`config.mk`:
```
export PLATFORM = sky130hd
export DESIGN_NAME = bicubic_scaler_top
export DESIGN_NICKNAME = d
export VERILOG_FILES = /design/src/logic/bicubic_pkg.sv /design/src/logic/bicubic_frame_buffer.sv /design/src/logic/bicubic_addr_gen.sv /design/src/logic/bicubic_tap_filter.sv /design/src/logic/bicubic_kernel.sv /design/src/logic/bicubic_output_fifo.sv /design/src/logic/bicubic_scaler_top.sv
export SDC_FILE = /design/constraint.sdc
export NUM_CORES = 2
export LEC_CHECK = 0
export BUFFER_PORTS_ARGS = -buffer_cell sky130_fd_sc_hd__buf_2
export CAP_MARGIN = 10
export CORE_ASPECT_RATIO = 1.75
export CORE_MARGIN = 5
export CORE_UTILIZATION = 35
export CTS_CLUSTER_SIZE = 20
export DETAILED_ROUTE_END_ITERATION = 10
export GPL_ROUTABILITY_DRIVEN = 1
export MAX_ROUTING_LAYER = met4
export SYNTH_ARGS = -nofsm -noshare
export SYNTH_HDL_FRONTEND = slang
export SYNTH_SLANG_ARGS = --single-unit
```
`constraint.sdc`:
```
create_clock -name clk -period 32.5 [get_ports clk]
set_input_delay 1.625 -clock clk [delete_from_list [all_inputs] [get_ports clk]]
set_output_delay 1.625 -clock clk [all_outputs]
set_load 0.01 [all_outputs]
```
`src/logic/bicubic_pkg.sv`:
```
package bicubic_pkg;

    // source frame and 2x output frame
    localparam int IMG_W   = 6;
    localparam int IMG_H   = 4;
    localparam int OUT_W   = 2 * IMG_W;
    localparam int OUT_H   = 2 * IMG_H;
    localparam int SRC_PIX = IMG_W * IMG_H;

    // pixel is {red, green, blue}, blue in the low byte as stored in a BMP
    localparam int PIX_W  = 24;
    localparam int CH_W   = 8;
    localparam int H_W    = 16;
    localparam int V_W    = 24;
    localparam int W_FRAC = 6;

    localparam int FIFO_DEPTH = 8;
    localparam int FIFO_PTR_W = $clog2(FIFO_DEPTH);
    localparam int LVL_W      = $clog2(FIFO_DEPTH + 1);

    localparam int ADDR_W = $clog2(SRC_PIX);
    localparam int COL_W  = $clog2(IMG_W);
    localparam int ROW_W  = $clog2(IMG_H);
    localparam int OX_W   = $clog2(OUT_W);
    localparam int OY_W   = $clog2(OUT_H);

    typedef logic [PIX_W-1:0]         pixel_t;
    typedef logic signed [7:0]        coef_t;
    typedef logic signed [CH_W:0]     h_sample_t;
    typedef logic signed [H_W-1:0]    v_sample_t;
    typedef logic signed [V_W-1:0]    v_acc_t;
    typedef logic [ADDR_W-1:0]        src_addr_t;
    typedef logic [COL_W-1:0]         col_t;
    typedef logic [ROW_W-1:0]         row_t;
    typedef logic [1:0]               tap_idx_t;
    typedef logic [LVL_W-1:0]         level_t;

    // bicubic a = -0.5 sampled at phase 0 and phase 1/2, in 1/64 units
    localparam coef_t WEIGHTS [2][4] = '{'{0, 64, 0, 0}, '{-4, 36, 36, -4}};

    typedef struct packed {
        pixel_t data;
        logic   last;
    } out_beat_t;

endpackage

```
`src/logic/bicubic_frame_buffer.sv`:
```
`timescale 1ns/1ps

module bicubic_frame_buffer
    import bicubic_pkg::*;
(
    input  logic      clk,
    input  logic      rst_n,
    input  logic      wr_en,
    input  src_addr_t wr_addr,
    input  pixel_t    wr_data,
    input  logic      rd_en,
    input  row_t      rd_row,
    input  col_t      rd_col,
    output pixel_t    rd_pix0,
    output pixel_t    rd_pix1,
    output pixel_t    rd_pix2,
    output pixel_t    rd_pix3
);

    pixel_t mem [SRC_PIX];

    // edge replication for the horizontal taps
    function automatic col_t clamp_col(input int c);
        if (c < 0) begin
            return '0;
        end
        if (c > IMG_W - 1) begin
            return col_t'(IMG_W - 1);
        end
        return col_t'(c);
    endfunction

    function automatic src_addr_t pix_addr(input row_t r, input col_t c);
        return src_addr_t'(int'(r) * IMG_W + int'(c));
    endfunction

    always_ff @(posedge clk) begin
        if (wr_en) begin
            mem[wr_addr] <= wr_data;
        end
    end

    // window of columns rd_col-1 .. rd_col+2 on the requested row
    always_ff @(posedge clk) begin
        if (rd_en) begin
            rd_pix0 <= mem[pix_addr(rd_row, clamp_col(int'(rd_col) - 1))];
            rd_pix1 <= mem[pix_addr(rd_row, rd_col)];
            rd_pix2 <= mem[pix_addr(rd_row, clamp_col(int'(rd_col) + 1))];
            rd_pix3 <= mem[pix_addr(rd_row, clamp_col(int'(rd_col) + 2))];
        end
    end

    // single ported in practice, loading and scaling never overlap
    a_no_wr_rd_overlap: assert property (
        @(posedge clk) disable iff (!rst_n)
        !(wr_en && rd_en)
    );

endmodule

```
`src/logic/bicubic_addr_gen.sv`:
```
`timescale 1ns/1ps

module bicubic_addr_gen
    import bicubic_pkg::*;
(
    input  logic      clk,
    input  logic      rst_n,
    input  logic      in_valid,
    input  level_t    level,
    output logic      in_ready,
    output logic      wr_en,
    output src_addr_t wr_addr,
    output logic      rd_en,
    output row_t      rd_row,
    output col_t      rd_col,
    output logic      tap_valid,
    output tap_idx_t  tap_idx,
    output logic      h_phase,
    output logic      v_phase,
    output logic      tap_last
);

    typedef enum logic {ST_LOAD, ST_SCALE} state_t;

    state_t          state;
    src_addr_t       load_cnt;
    logic [OX_W-1:0] ox;
    logic [OY_W-1:0] oy;
    tap_idx_t        tap_cnt;
    level_t          in_flight;
    logic            all_issued;
    logic            space_ok;
    logic            last_pix;
    logic            start_pix;
    logic            issue_last_tap;
    logic [1:0]      done_pipe;
    int              row_tap;

    assign in_ready = (state == ST_LOAD);
    assign wr_en    = in_valid && in_ready;
    assign wr_addr  = load_cnt;

    // a pixel only starts when the FIFO has room for it and all pixels ahead
    assign space_ok  = (int'(level) + int'(in_flight)) < FIFO_DEPTH;
    assign rd_en     = (state == ST_SCALE) && !all_issued && ((tap_cnt != '0) || space_ok);
    assign start_pix = rd_en && (tap_cnt == 2'd0);
    assign last_pix  = (ox == OX_W'(OUT_W - 1)) && (oy == OY_W'(OUT_H - 1));
    assign issue_last_tap = rd_en && (tap_cnt == 2'd3);

    assign rd_col = col_t'(ox >> 1);

    // row tap sy-1+tap_cnt, clamped to the frame
    always_comb begin
        row_tap = int'(oy >> 1) - 1 + int'(tap_cnt);
        if (row_tap < 0) begin
            rd_row = '0;
        end else if (row_tap > IMG_H - 1) begin
            rd_row = row_t'(IMG_H - 1);
        end else begin
            rd_row = row_t'(row_tap);
        end
    end

    always_ff @(posedge clk or negedge rst_n) begin
        if (!rst_n) begin
            state      <= ST_LOAD;
            load_cnt   <= '0;
            ox         <= '0;
            oy         <= '0;
            tap_cnt    <= '0;
            all_issued <= 1'b0;
        end else begin
            case (state)
                ST_LOAD: begin
                    if (wr_en) begin
                        if (load_cnt == src_addr_t'(SRC_PIX - 1)) begin
                            load_cnt <= '0;
                            state    <= ST_SCALE;
                        end else begin
                            load_cnt <= load_cnt + 1'b1;
                        end
                    end
                end
                ST_SCALE: begin
                    if (rd_en) begin
                        tap_cnt <= tap_cnt + 1'b1;
                        if (tap_cnt == 2'd3) begin
                            if (last_pix) begin
                                all_issued <= 1'b1;
                            end else if (ox == OX_W'(OUT_W - 1)) begin
                                ox <= '0;
                                oy <= oy + 1'b1;
                            end else begin
                                ox <= ox + 1'b1;
                            end
                        end
                    end
                    // wait for the kernel and the FIFO to empty before the next load
                    if (all_issued && (in_flight == '0) && (level == '0)) begin
                        state      <= ST_LOAD;
                        all_issued <= 1'b0;
                        ox         <= '0;
                        oy         <= '0;
                    end
                end
                default: state <= ST_LOAD;
            endcase
        end
    end

    // pixel leaves in_flight on the cycle the kernel pushes it
    always_ff @(posedge clk or negedge rst_n) begin
        if (!rst_n) begin
            in_flight <= '0;
            done_pipe <= '0;
        end else begin
            done_pipe <= {done_pipe[0], issue_last_tap};
            case ({start_pix, done_pipe[1]})
                2'b10:   in_flight <= in_flight + 1'b1;
                2'b01:   in_flight <= in_flight - 1'b1;
                default: in_flight <= in_flight;
            endcase
        end
    end

    // tap controls follow the one cycle buffer read
    always_ff @(posedge clk or negedge rst_n) begin
        if (!rst_n) begin
            tap_valid <= 1'b0;
            tap_idx   <= '0;
            h_phase   <= 1'b0;
            v_phase   <= 1'b0;
            tap_last  <= 1'b0;
        end else begin
            tap_valid <= rd_en;
            tap_idx   <= tap_cnt;
            h_phase   <= ox[0];
            v_phase   <= oy[0];
            tap_last  <= last_pix;
        end
    end

    a_tap_seq: assert property (
        @(posedge clk) disable iff (!rst_n)
        tap_valid && (tap_idx != 2'd3) |=> tap_valid && (tap_idx == $past(tap_idx) + 2'd1)
    );

    // every started pixel already owns a FIFO slot
    a_credit_bound: assert property (
        @(posedge clk) disable iff (!rst_n)
        (int'(level) + int'(in_flight)) <= FIFO_DEPTH
    );

endmodule

```
`src/logic/bicubic_tap_filter.sv`:
```
`timescale 1ns/1ps

module bicubic_tap_filter
    import bicubic_pkg::*;
#(
    parameter type sample_t = h_sample_t,
    parameter type acc_t    = v_sample_t
) (
    input  sample_t s0,
    input  sample_t s1,
    input  sample_t s2,
    input  sample_t s3,
    input  logic    phase,
    output acc_t    acc
);

    acc_t p0;
    acc_t p1;
    acc_t p2;
    acc_t p3;

    // samples and weights are sign extended to the accumulator width first
    always_comb begin
        p0  = acc_t'(s0) * acc_t'(WEIGHTS[phase][0]);
        p1  = acc_t'(s1) * acc_t'(WEIGHTS[phase][1]);
        p2  = acc_t'(s2) * acc_t'(WEIGHTS[phase][2]);
        p3  = acc_t'(s3) * acc_t'(WEIGHTS[phase][3]);
        acc = p0 + p1 + p2 + p3;
    end

endmodule

```
`src/logic/bicubic_kernel.sv`:
```
`timescale 1ns/1ps

module bicubic_kernel
    import bicubic_pkg::*;
(
    input  logic      clk,
    input  logic      rst_n,
    input  logic      tap_valid,
    input  tap_idx_t  tap_idx,
    input  logic      h_phase,
    input  logic      v_phase,
    input  logic      tap_last,
    input  pixel_t    pix0,
    input  pixel_t    pix1,
    input  pixel_t    pix2,
    input  pixel_t    pix3,
    output logic      push,
    output out_beat_t push_beat
);

    v_sample_t       h_cur  [3];
    v_sample_t       h_hold [3][3];
    v_acc_t          v_sum  [3];
    logic [CH_W-1:0] ch_out [3];
    logic            final_tap;

    // both passes carry 2*W_FRAC fraction bits, round to nearest then saturate
    function automatic logic [CH_W-1:0] round_clamp(input v_acc_t v);
        v_acc_t r;
        r = (v + v_acc_t'(1 << (2 * W_FRAC - 1))) >>> (2 * W_FRAC);
        if (r < 0) begin
            return '0;
        end
        if (r > 255) begin
            return '1;
        end
        return r[CH_W-1:0];
    endfunction

    assign final_tap = tap_valid && (tap_idx == 2'd3);

    // channel 0 is blue, the low byte
    for (genvar ch = 0; ch < 3; ch++) begin : g_ch
        bicubic_tap_filter #(
            .sample_t (h_sample_t),
            .acc_t    (v_sample_t)
        ) u_h_filter (
            .s0    (h_sample_t'({1'b0, pix0[ch*CH_W +: CH_W]})),
            .s1    (h_sample_t'({1'b0, pix1[ch*CH_W +: CH_W]})),
            .s2    (h_sample_t'({1'b0, pix2[ch*CH_W +: CH_W]})),
            .s3    (h_sample_t'({1'b0, pix3[ch*CH_W +: CH_W]})),
            .phase (h_phase),
            .acc   (h_cur[ch])
        );

        bicubic_tap_filter #(
            .sample_t (v_sample_t),
            .acc_t    (v_acc_t)
        ) u_v_filter (
            .s0    (h_hold[ch][0]),
            .s1    (h_hold[ch][1]),
            .s2    (h_hold[ch][2]),
            .s3    (h_cur[ch]),
            .phase (v_phase),
            .acc   (v_sum[ch])
        );

        assign ch_out[ch] = round_clamp(v_sum[ch]);
    end

    // horizontal results of row taps 0..2 wait here for tap 3
    always_ff @(posedge clk) begin
        if (tap_valid && (tap_idx != 2'd3)) begin
            for (int ch = 0; ch < 3; ch++) begin
                h_hold[ch][tap_idx] <= h_cur[ch];
            end
        end
    end

    always_ff @(posedge clk or negedge rst_n) begin
        if (!rst_n) begin
            push <= 1'b0;
        end else begin
            push <= final_tap;
        end
    end

    always_ff @(posedge clk) begin
        if (final_tap) begin
            push_beat.data <= {ch_out[2], ch_out[1], ch_out[0]};
            push_beat.last <= tap_last;
        end
    end

    // each push closes a full four tap sequence from the sequencer
    a_push_after_taps: assert property (
        @(posedge clk) disable iff (!rst_n)
        push |-> !$past(push) && $past(tap_valid && (tap_idx == 2'd0), 4)
    );

endmodule

```
`src/logic/bicubic_output_fifo.sv`:
```
`timescale 1ns/1ps

module bicubic_output_fifo
    import bicubic_pkg::*;
#(
    parameter type item_t = out_beat_t
) (
    input  logic   clk,
    input  logic   rst_n,
    input  logic   push,
    input  item_t  push_data,
    input  logic   pop_ready,
    output logic   pop_valid,
    output item_t  pop_data,
    output level_t level
);

    item_t                 mem [FIFO_DEPTH];
    logic [FIFO_PTR_W-1:0] wr_ptr;
    logic [FIFO_PTR_W-1:0] rd_ptr;
    logic                  pop;

    function automatic logic [FIFO_PTR_W-1:0] next_ptr(input logic [FIFO_PTR_W-1:0] p);
        if (p == FIFO_PTR_W'(FIFO_DEPTH - 1)) begin
            return '0;
        end
        return p + 1'b1;
    endfunction

    // head entry shows straight on the output, zero while empty
    assign pop_valid = (level != '0);
    assign pop       = pop_valid && pop_ready;
    assign pop_data  = pop_valid ? mem[rd_ptr] : item_t'('0);

    always_ff @(posedge clk) begin
        if (push) begin
            mem[wr_ptr] <= push_data;
        end
    end

    always_ff @(posedge clk or negedge rst_n) begin
        if (!rst_n) begin
            wr_ptr <= '0;
            rd_ptr <= '0;
            level  <= '0;
        end else begin
            if (push) begin
                wr_ptr <= next_ptr(wr_ptr);
            end
            if (pop) begin
                rd_ptr <= next_ptr(rd_ptr);
            end
            case ({push, pop})
                2'b10:   level <= level + 1'b1;
                2'b01:   level <= level - 1'b1;
                default: level <= level;
            endcase
        end
    end

    // the sequencer's credit check keeps pushes away from a full FIFO
    a_no_push_full: assert property (
        @(posedge clk) disable iff (!rst_n)
        push |-> (level < level_t'(FIFO_DEPTH)) || pop
    );

endmodule

```
`src/logic/bicubic_scaler_top.sv`:
```
`timescale 1ns/1ps

module bicubic_scaler_top
    import bicubic_pkg::*;
(
    input  logic   clk,
    input  logic   rst_n,
    input  logic   in_valid,
    output logic   in_ready,
    input  pixel_t in_data,
    output logic   out_valid,
    input  logic   out_ready,
    output pixel_t out_data,
    output logic   out_last
);

    logic      wr_en;
    src_addr_t wr_addr;
    logic      rd_en;
    row_t      rd_row;
    col_t      rd_col;
    pixel_t    rd_pix0;
    pixel_t    rd_pix1;
    pixel_t    rd_pix2;
    pixel_t    rd_pix3;
    logic      tap_valid;
    tap_idx_t  tap_idx;
    logic      h_phase;
    logic      v_phase;
    logic      tap_last;
    logic      push;
    out_beat_t push_beat;
    out_beat_t pop_beat;
    level_t    level;

    bicubic_addr_gen u_addr_gen (
        .clk       (clk),
        .rst_n     (rst_n),
        .in_valid  (in_valid),
        .level     (level),
        .in_ready  (in_ready),
        .wr_en     (wr_en),
        .wr_addr   (wr_addr),
        .rd_en     (rd_en),
        .rd_row    (rd_row),
        .rd_col    (rd_col),
        .tap_valid (tap_valid),
        .tap_idx   (tap_idx),
        .h_phase   (h_phase),
        .v_phase   (v_phase),
        .tap_last  (tap_last)
    );

    // input pixels go straight into the buffer
    bicubic_frame_buffer u_frame_buffer (
        .clk     (clk),
        .rst_n   (rst_n),
        .wr_en   (wr_en),
        .wr_addr (wr_addr),
        .wr_data (in_data),
        .rd_en   (rd_en),
        .rd_row  (rd_row),
        .rd_col  (rd_col),
        .rd_pix0 (rd_pix0),
        .rd_pix1 (rd_pix1),
        .rd_pix2 (rd_pix2),
        .rd_pix3 (rd_pix3)
    );

    bicubic_kernel u_kernel (
        .clk       (clk),
        .rst_n     (rst_n),
        .tap_valid (tap_valid),
        .tap_idx   (tap_idx),
        .h_phase   (h_phase),
        .v_phase   (v_phase),
        .tap_last  (tap_last),
        .pix0      (rd_pix0),
        .pix1      (rd_pix1),
        .pix2      (rd_pix2),
        .pix3      (rd_pix3),
        .push      (push),
        .push_beat (push_beat)
    );

    bicubic_output_fifo #(
        .item_t (out_beat_t)
    ) u_output_fifo (
        .clk       (clk),
        .rst_n     (rst_n),
        .push      (push),
        .push_data (push_beat),
        .pop_ready (out_ready),
        .pop_valid (out_valid),
        .pop_data  (pop_beat),
        .level     (level)
    );

    assign out_data = pop_beat.data;
    assign out_last = pop_beat.last;

endmodule

```
======== Yosys cells after proc, flatten, opt, wreduce, memory -nomap -nowiden ========
Memories as Yosys holds them, arrays and structs flattened. A register that Yosys moved wholly into a read port is not among the register bits.
Index checks and enable logic that the tools add are counted.
word-level totals
  register bits ........................... 64
  memory bits (writable) .................. 920
  input port bits ......................... 28
  output and inout bits ................... 27
  logic and storage cells ................. 251
  memories kept ........................... 3
operators by class
  add/sub/neg operators ................... 41
  multipliers ............................. 25
  order comparisons ....................... 19
  equal/unequal tests ..................... 13
  muxes and demuxes ....................... 97
  bitwise operators ....................... 4
  reductions and logical operators ........ 30
memories
  memory              words  bits a word  read ports  clocked after Yosys merged registers in  write ports  line                        RTL
  u_frame_buffer.mem  24     24           4           4                                        1            bicubic_frame_buffer.sv:20  pixel_t mem [SRC_PIX];
  u_output_fifo.mem   8      25           1           0                                        1            bicubic_output_fifo.sv:18   item_t mem [FIFO_DEPTH];
  u_kernel.h_hold     3      48           3           0                                        3            bicubic_kernel.sv:22        v_sample_t h_hold [3][3];
operators by type and width
  operator                                                                        number
  16-bit by 8-bit multiplier with 24-bit output                                   12
  24-bit adder                                                                    9
  9-bit by 8-bit multiplier with 16-bit output                                    12
  32-bit two-way mux                                                              6
  16-bit adder                                                                    9
  32-bit by 1-bit less-than comparator with 1-bit output (second input constant)  4
  32-bit by 4-bit > comparator with 1-bit output (second input constant)          3
  8-bit two-way mux                                                               12
  24-bit by 13-bit adder with 24-bit output (second input constant)               3
  3-bit two-way mux                                                               24
  48-bit two-way mux                                                              1
  1-bit two-way mux                                                               40
  12-bit by 9-bit > comparator with 1-bit output (second input constant)          3
  12-bit by 1-bit less-than comparator with 1-bit output (second input constant)  3
  32-bit by 3-bit adder with 32-bit output                                        1
  16-bit demux with 2-bit select                                                  1
  32-bit by 3-bit > comparator with 1-bit output (second input constant)          1
  32-bit by 5-bit less-than comparator with 1-bit output (second input constant)  1
  25-bit two-way mux                                                              1
  5-bit by 4-bit adder with 5-bit output                                          4
  4-bit two-way mux                                                               5
  16-bit two-way mux                                                              1
  4-bit one-hot mux with 2 select lines                                           2
  2-bit nonzero test                                                              7
  other kinds (35)                                                                64

======== Logic depth before layout (Yosys ltp) ========
  word-level depth ........................ 16
  mapped depth ............................ 53
  gate-level depth less buffers ........... 50

======== By module ========
Synthesis repeated with hierarchy kept, for this count alone.
second synthesis, totals
  cells, all modules ...................... 8,408
  area total of the unflattened synthesis .. 102,764.8 um^2
by module, submodules not included
  module                                                times used  cells an instance  area each (um^2)  sequential area each (um^2)
  bicubic_frame_buffer                                  1           2,747              41,488.5          20,179.4
  bicubic_tap_filter (u_kernel.g_ch[0].u_v_filter ...)  2           1,062              9,924.5           0.0
  bicubic_tap_filter (u_kernel.g_ch[2].u_v_filter)      1           1,067              9,920.8           0.0
  bicubic_output_fifo                                   1           357                8,150.3           6,256.0
  bicubic_kernel                                        1           303                6,007.0           5,099.9
  bicubic_tap_filter (u_kernel.g_ch[0].u_h_filter)      1           558                5,282.6           0.0
  bicubic_tap_filter (u_kernel.g_ch[1].u_h_filter)      1           554                5,260.0           0.0
  bicubic_tap_filter (u_kernel.g_ch[2].u_h_filter)      1           553                5,260.0           0.0
  bicubic_addr_gen                                      1           145                1,546.5           700.7

======== Least setup slack after synthesis ========
Ideal clock, no wire load.
  path kind ............................... register to register
  from .................................... register u_addr_gen.h_phase
  to ...................................... register u_kernel.push_beat[23] (netlist name)
  setup time .............................. 0.131 ns
  data arrival time ....................... 12.599 ns
  required time ........................... 32.369 ns
  setup slack ............................. 19.769 ns
  stages on the path, launching flop included .. 48
  path buffers ............................ 3
  period minus slack after synthesis ...... 12.731 ns
  path through ............................ dfrtp_1 clkbuf_1 clkbuf_1 clkbuf_1 nand2_1 inv_1 fa_1 ha_1 fa_1 inv_1 fa_1 inv_1 fa_1 fa_1 fa_1 inv_1 fa_1 inv_1 [12 not listed] fa_1 inv_1 fa_1 inv_1 fa_1 fa_1 inv_1 fa_1 inv_1 ha_1 a21o_1 a21oi_1 nor2_1 nor2_1 or2_2 o211ai_1 xnor2_1 o21a_1
on the way
  cells in the longest elaborated chain, start to end .. 16
  elaborated cells on any way between the ends .. 22
  those cells by class .................... 5 x add/sub; 5 x mul; 2 x order compare; 9 x mux; 1 x bitwise
RTL lines
  item                                                             line                                                RTL
  start, declared                                                  bicubic_addr_gen.sv:18                              output logic h_phase,
  start signal, assigned                                           bicubic_addr_gen.sv:137                             h_phase <= ox[0];
  1-bit inverter with 2-bit output (not written as such) *         n/a
  32-bit two-way mux (not written as such) *                       bicubic_tap_filter.sv:27                            p3 = acc_t'(s3) * acc_t'(WEIGHTS[phase][3]);
  32-bit two-way mux (not written as such) *                       bicubic_tap_filter.sv:26                            p2 = acc_t'(s2) * acc_t'(WEIGHTS[phase][2]);
  32-bit two-way mux (not written as such) *                       bicubic_tap_filter.sv:27
  9-bit by 8-bit multiplier with 16-bit output (on tied branches)  bicubic_tap_filter.sv:24, bicubic_tap_filter.sv:25
  16-bit adder (2 in a row)                                        bicubic_tap_filter.sv:28                            acc = p0 + p1 + p2 + p3;
  16-bit adder *                                                   bicubic_tap_filter.sv:28
  16-bit by 8-bit multiplier with 24-bit output *                  bicubic_tap_filter.sv:27
  24-bit adder *                                                   bicubic_tap_filter.sv:28
  24-bit by 13-bit adder with 24-bit output *                      bicubic_kernel.sv:30                                r = (v + v_acc_t'(1 << (2 * W_FRAC - 1))) >>> (2 * W_FRAC);
  12-bit by 9-bit > comparator with 1-bit output                   bicubic_kernel.sv:34                                if (r > 255) begin
  1-bit two-way mux (2 in a row)                                   bicubic_kernel.sv:34
  8-bit two-way mux                                                bicubic_kernel.sv:37                                return r[CH_W-1:0];
  8-bit two-way mux *                                              bicubic_kernel.sv:34
Mark *: on every way between the ends. The rest lies on a longest branch, timed or not. The select of a mux whose other input is x is not followed.
A chain may end at the register's enable or synchronous reset.

======== Worst setup path in the final report ========
  from .................................... register u_addr_gen.h_phase
  to ...................................... register u_kernel.push_beat[22] (netlist name)
on the way
  cells in the longest elaborated chain, start to end .. 16
  elaborated cells on any way between the ends .. 22
  those cells by class .................... 5 x add/sub; 5 x mul; 2 x order compare; 9 x mux; 1 x bitwise
RTL lines
  item                                                             line
  1-bit inverter with 2-bit output (not written as such) *         n/a
  32-bit two-way mux (not written as such) *                       bicubic_tap_filter.sv:27
  32-bit two-way mux (not written as such) *                       bicubic_tap_filter.sv:26
  32-bit two-way mux (not written as such) *                       bicubic_tap_filter.sv:27
  9-bit by 8-bit multiplier with 16-bit output (on tied branches)  bicubic_tap_filter.sv:24, bicubic_tap_filter.sv:25
  16-bit adder (2 in a row)                                        bicubic_tap_filter.sv:28
  16-bit adder *                                                   bicubic_tap_filter.sv:28
  16-bit by 8-bit multiplier with 24-bit output *                  bicubic_tap_filter.sv:27
  24-bit adder *                                                   bicubic_tap_filter.sv:28
  24-bit by 13-bit adder with 24-bit output *                      bicubic_kernel.sv:30
  12-bit by 9-bit > comparator with 1-bit output                   bicubic_kernel.sv:34
  1-bit two-way mux (2 in a row)                                   bicubic_kernel.sv:34
  8-bit two-way mux                                                bicubic_kernel.sv:37
  8-bit two-way mux *                                              bicubic_kernel.sv:34
Marked as above.

==> impl_metrics.tcl <==
set metrics [dict create \
    path_max_fanout 57 \
    post-route-period-util_pct 43.70 \
    cts.sinks 1062 \
    layout_common_cells "1362 x inv_1, 1023 x edfxtp_1, 878 x ha_1" \
    worstReg2RegStart "u_addr_gen.h_phase" \
    track_usage_pct 18.09 \
    required_ns 33.10 \
    setup_viol 0 \
    crit_path_start_kind "flop" \
    antenna_found_initial 10 \
    grt_max_degree 159 \
    worst-r2r-cell-count 45 \
    regToRegSetupSlack_ns 18.30 \
    hold_start "u_addr_gen.done_pipe[0]" \
    status "finished clean" \
    syn_area_per_cell_sq_um 13.66 \
    slew_violations 0 \
    die_h_um 688.8 \
    ys_seq_area_share_pct 34.39 \
    drc 0 \
    final_common_cell "inv_1" \
    worstSetupPathType "reg -> reg" \
    post_cts_resized 0 \
    postRouteAntennaNets 0 \
    cap_violations 0 \
    finalClockSkew_ns 0.07155 \
    hold_path.class "reg -> reg" \
    top_level_ports 55 \
    via_per_inst 5.202 \
    min_to "u_addr_gen.done_pipe[1]" \
    clk_latency_ns 0.77 \
    layout_min_cycle_time_ns 14.20 \
    post_cts_buffers 0 \
    route.vias.total 53708 \
    synthDistinctLibCells 72 \
    drt-initial-drc-count 3629 \
    numCtsBuffers 104 \
    final.setup.tns_ns 0 \
    r2r_end "u_kernel.push_beat[22]" \
    synthCells 6746 \
    max_stage_delay_ns 0.68 \
    fillers 24654 \
    synth_flop_cell "edfxtp_1" \
    synth_area_sq_um 92160 \
    clock_path_buffers 3 \
    port-buffer-count 54 \
    drive_above_1_share_pct 17.10 \
    clk_pin_slew_ns 0.07 \
    cts_root_buffer "clkbuf_16" \
    synth_seq_cells 1062 \
    start_util_pct 35.09 \
    die_w_um 397.9 \
    fmax_ghz 0.07041 \
    area_growth_pct 8.751 \
    synth_edf_count 1023 \
    min_path_cells 0 \
    holdBufCountCts 0 \
    die-area_sq_um 274100 \
    cp_common_cell "fa_1" \
    nets 8467 \
    totalWireLength_um 239200 \
    drt_pass1_iterations 5 \
    hold_viol_final 0 \
    cts_tree "yes" \
    rows 249 \
    wl_per_cell_um 23.17 \
    worst_pin_slew_ns 1.031 \
    grt_pass1_wl_um 364600 \
    htreeDepth 3 \
    core_area_sq_um 262600 \
    grt_overflow 0 \
    arrival_ns 14.81 \
    slew_headroom_pct 30.16 \
    rsz0062_at_grt "false" \
    gp_congestion 0.8555 \
    hpwl_um 172000 \
    synth_warnings 0 \
    ys_async_sr_fraction_pct 3.672 \
    first_global_vias 60071 \
    endpoint_kind "flop" \
    cp_slowest_cell "dfrtp_4" \
]
worst max-delay path by stage:
stage | start | to | slack [ns] | cells past startpoint
final | u_addr_gen.h_phase | u_kernel.push_beat[22] | 18.30 | 45
after global routing | u_addr_gen.h_phase | u_kernel.push_beat[20] | 17.45 | 45
after CTS | u_addr_gen.h_phase | u_kernel.push_beat[22] | 18.25 | 45
after detailed placement | u_addr_gen.h_phase | u_kernel.push_beat[22] | 18.27 | 45
after global placement | u_addr_gen.h_phase | u_kernel.push_beat[20] | 18.46 | 45
after floorplan | u_addr_gen.h_phase | u_kernel.push_beat[23] | 19.77 | 47
critical path: cells and delay by family, from the launching register on:
family	cells	cell delay, ns
adder cells (fa/ha/maj)	17	7.89
AO/OA/AOI/OAI	9	1.79
buffers and inverters	10	1.56
AND/OR/NAND/NOR	5	1.01
XOR/XNOR	4	1.01
flip-flops	1	0.68
flip-flops by register name, indices dropped and copies added (netlist names), 2 cells and up:
register / count
u_output_fifo.rd_ptr: 3
u_addr_gen.ox: 4
u_output_fifo.mem: 200
u_kernel.h_hold: 126
u_frame_buffer.rd_pix3: 24
u_frame_buffer.mem: 576
u_frame_buffer.rd_pix0: 24
u_addr_gen.wr_addr: 5
u_frame_buffer.rd_pix1: 24
u_addr_gen.tap_cnt: 2
u_frame_buffer.rd_pix2: 24
u_addr_gen.in_flight: 4
u_output_fifo.wr_ptr: 3
u_output_fifo.level: 4
u_addr_gen.tap_idx: 2
u_addr_gen.oy: 3
u_kernel.push_beat: 25
u_addr_gen.done_pipe: 2
layout make-up:
type	instances	area, sq um	share of cell area [%]
inverters	1365	5126	5.114
diodes	8	20.02	0.01997
clock inverters	71	706.9	0.7053
flip-flops and latches	1062	31710	31.64
multi-input cells	4031	54570	54.45
repair buffers	148	1013	1.011
clock buffers	125	2681	2.675
well taps	3514	4397	4.387
Yosys cell counts (all sizes together), types with 60 or more instances:
master  instances  area [sq um]
a21o           95         713.2
clkbuf        184         690.7
mux2i         103          1031
nand2         218         818.3
a21oi          60         304.0
fa            845         16920
xnor2         159          1393
inv          1365          5124
edfxtp       1023         30720
and2          190          1189
mux4          722         16270
nor2          282          1061
ha            882         11040
buf           117         560.5
o21ai         119         595.6
through the flow:
stage | util [%] | instances | hold WS [ns] | setup WS [ns] | area (sq um)
finish | 38.16 | 10324 | 0.3539 | 18.30 | 100200
global route | 38.16 | 10323 | 0.3689 | 17.45 | 100200
CTS | 38.16 | 10316 | 0.3531 | 18.25 | 100200
detailed placement | 36.87 | 10120 | 0.3381 | 18.27 | 96820
global placement | 36.87 | 10120 | 0.3350 | 18.46 | 96820
floorplan | - | 6759 | 0.3312 | 19.77 | 92210
routing by layer:
metal	wire length [um]	track usage [%]
met4	11310	7.104
met3	10540	1.841
met5	0	-
met1	79390	18.24
met2	138000	35.35
cells by family (layout without fill, tap and decap cells):
kind of cell,Yosys count,after routing,synth area share [%]
mux,876,876,19.40
fa+ha+maj,1737,1737,30.44
other cells,2,23,0.008148
flops,1062,1062,34.39
simple gates,819,819,4.203
buf+inv,1666,1709,6.917
compound gates,375,375,2.616
xor+xnor,209,209,2.032
Power is not shown: default switching activity piles up to over one toggle a cycle in this logic, so the estimate is an artifact.
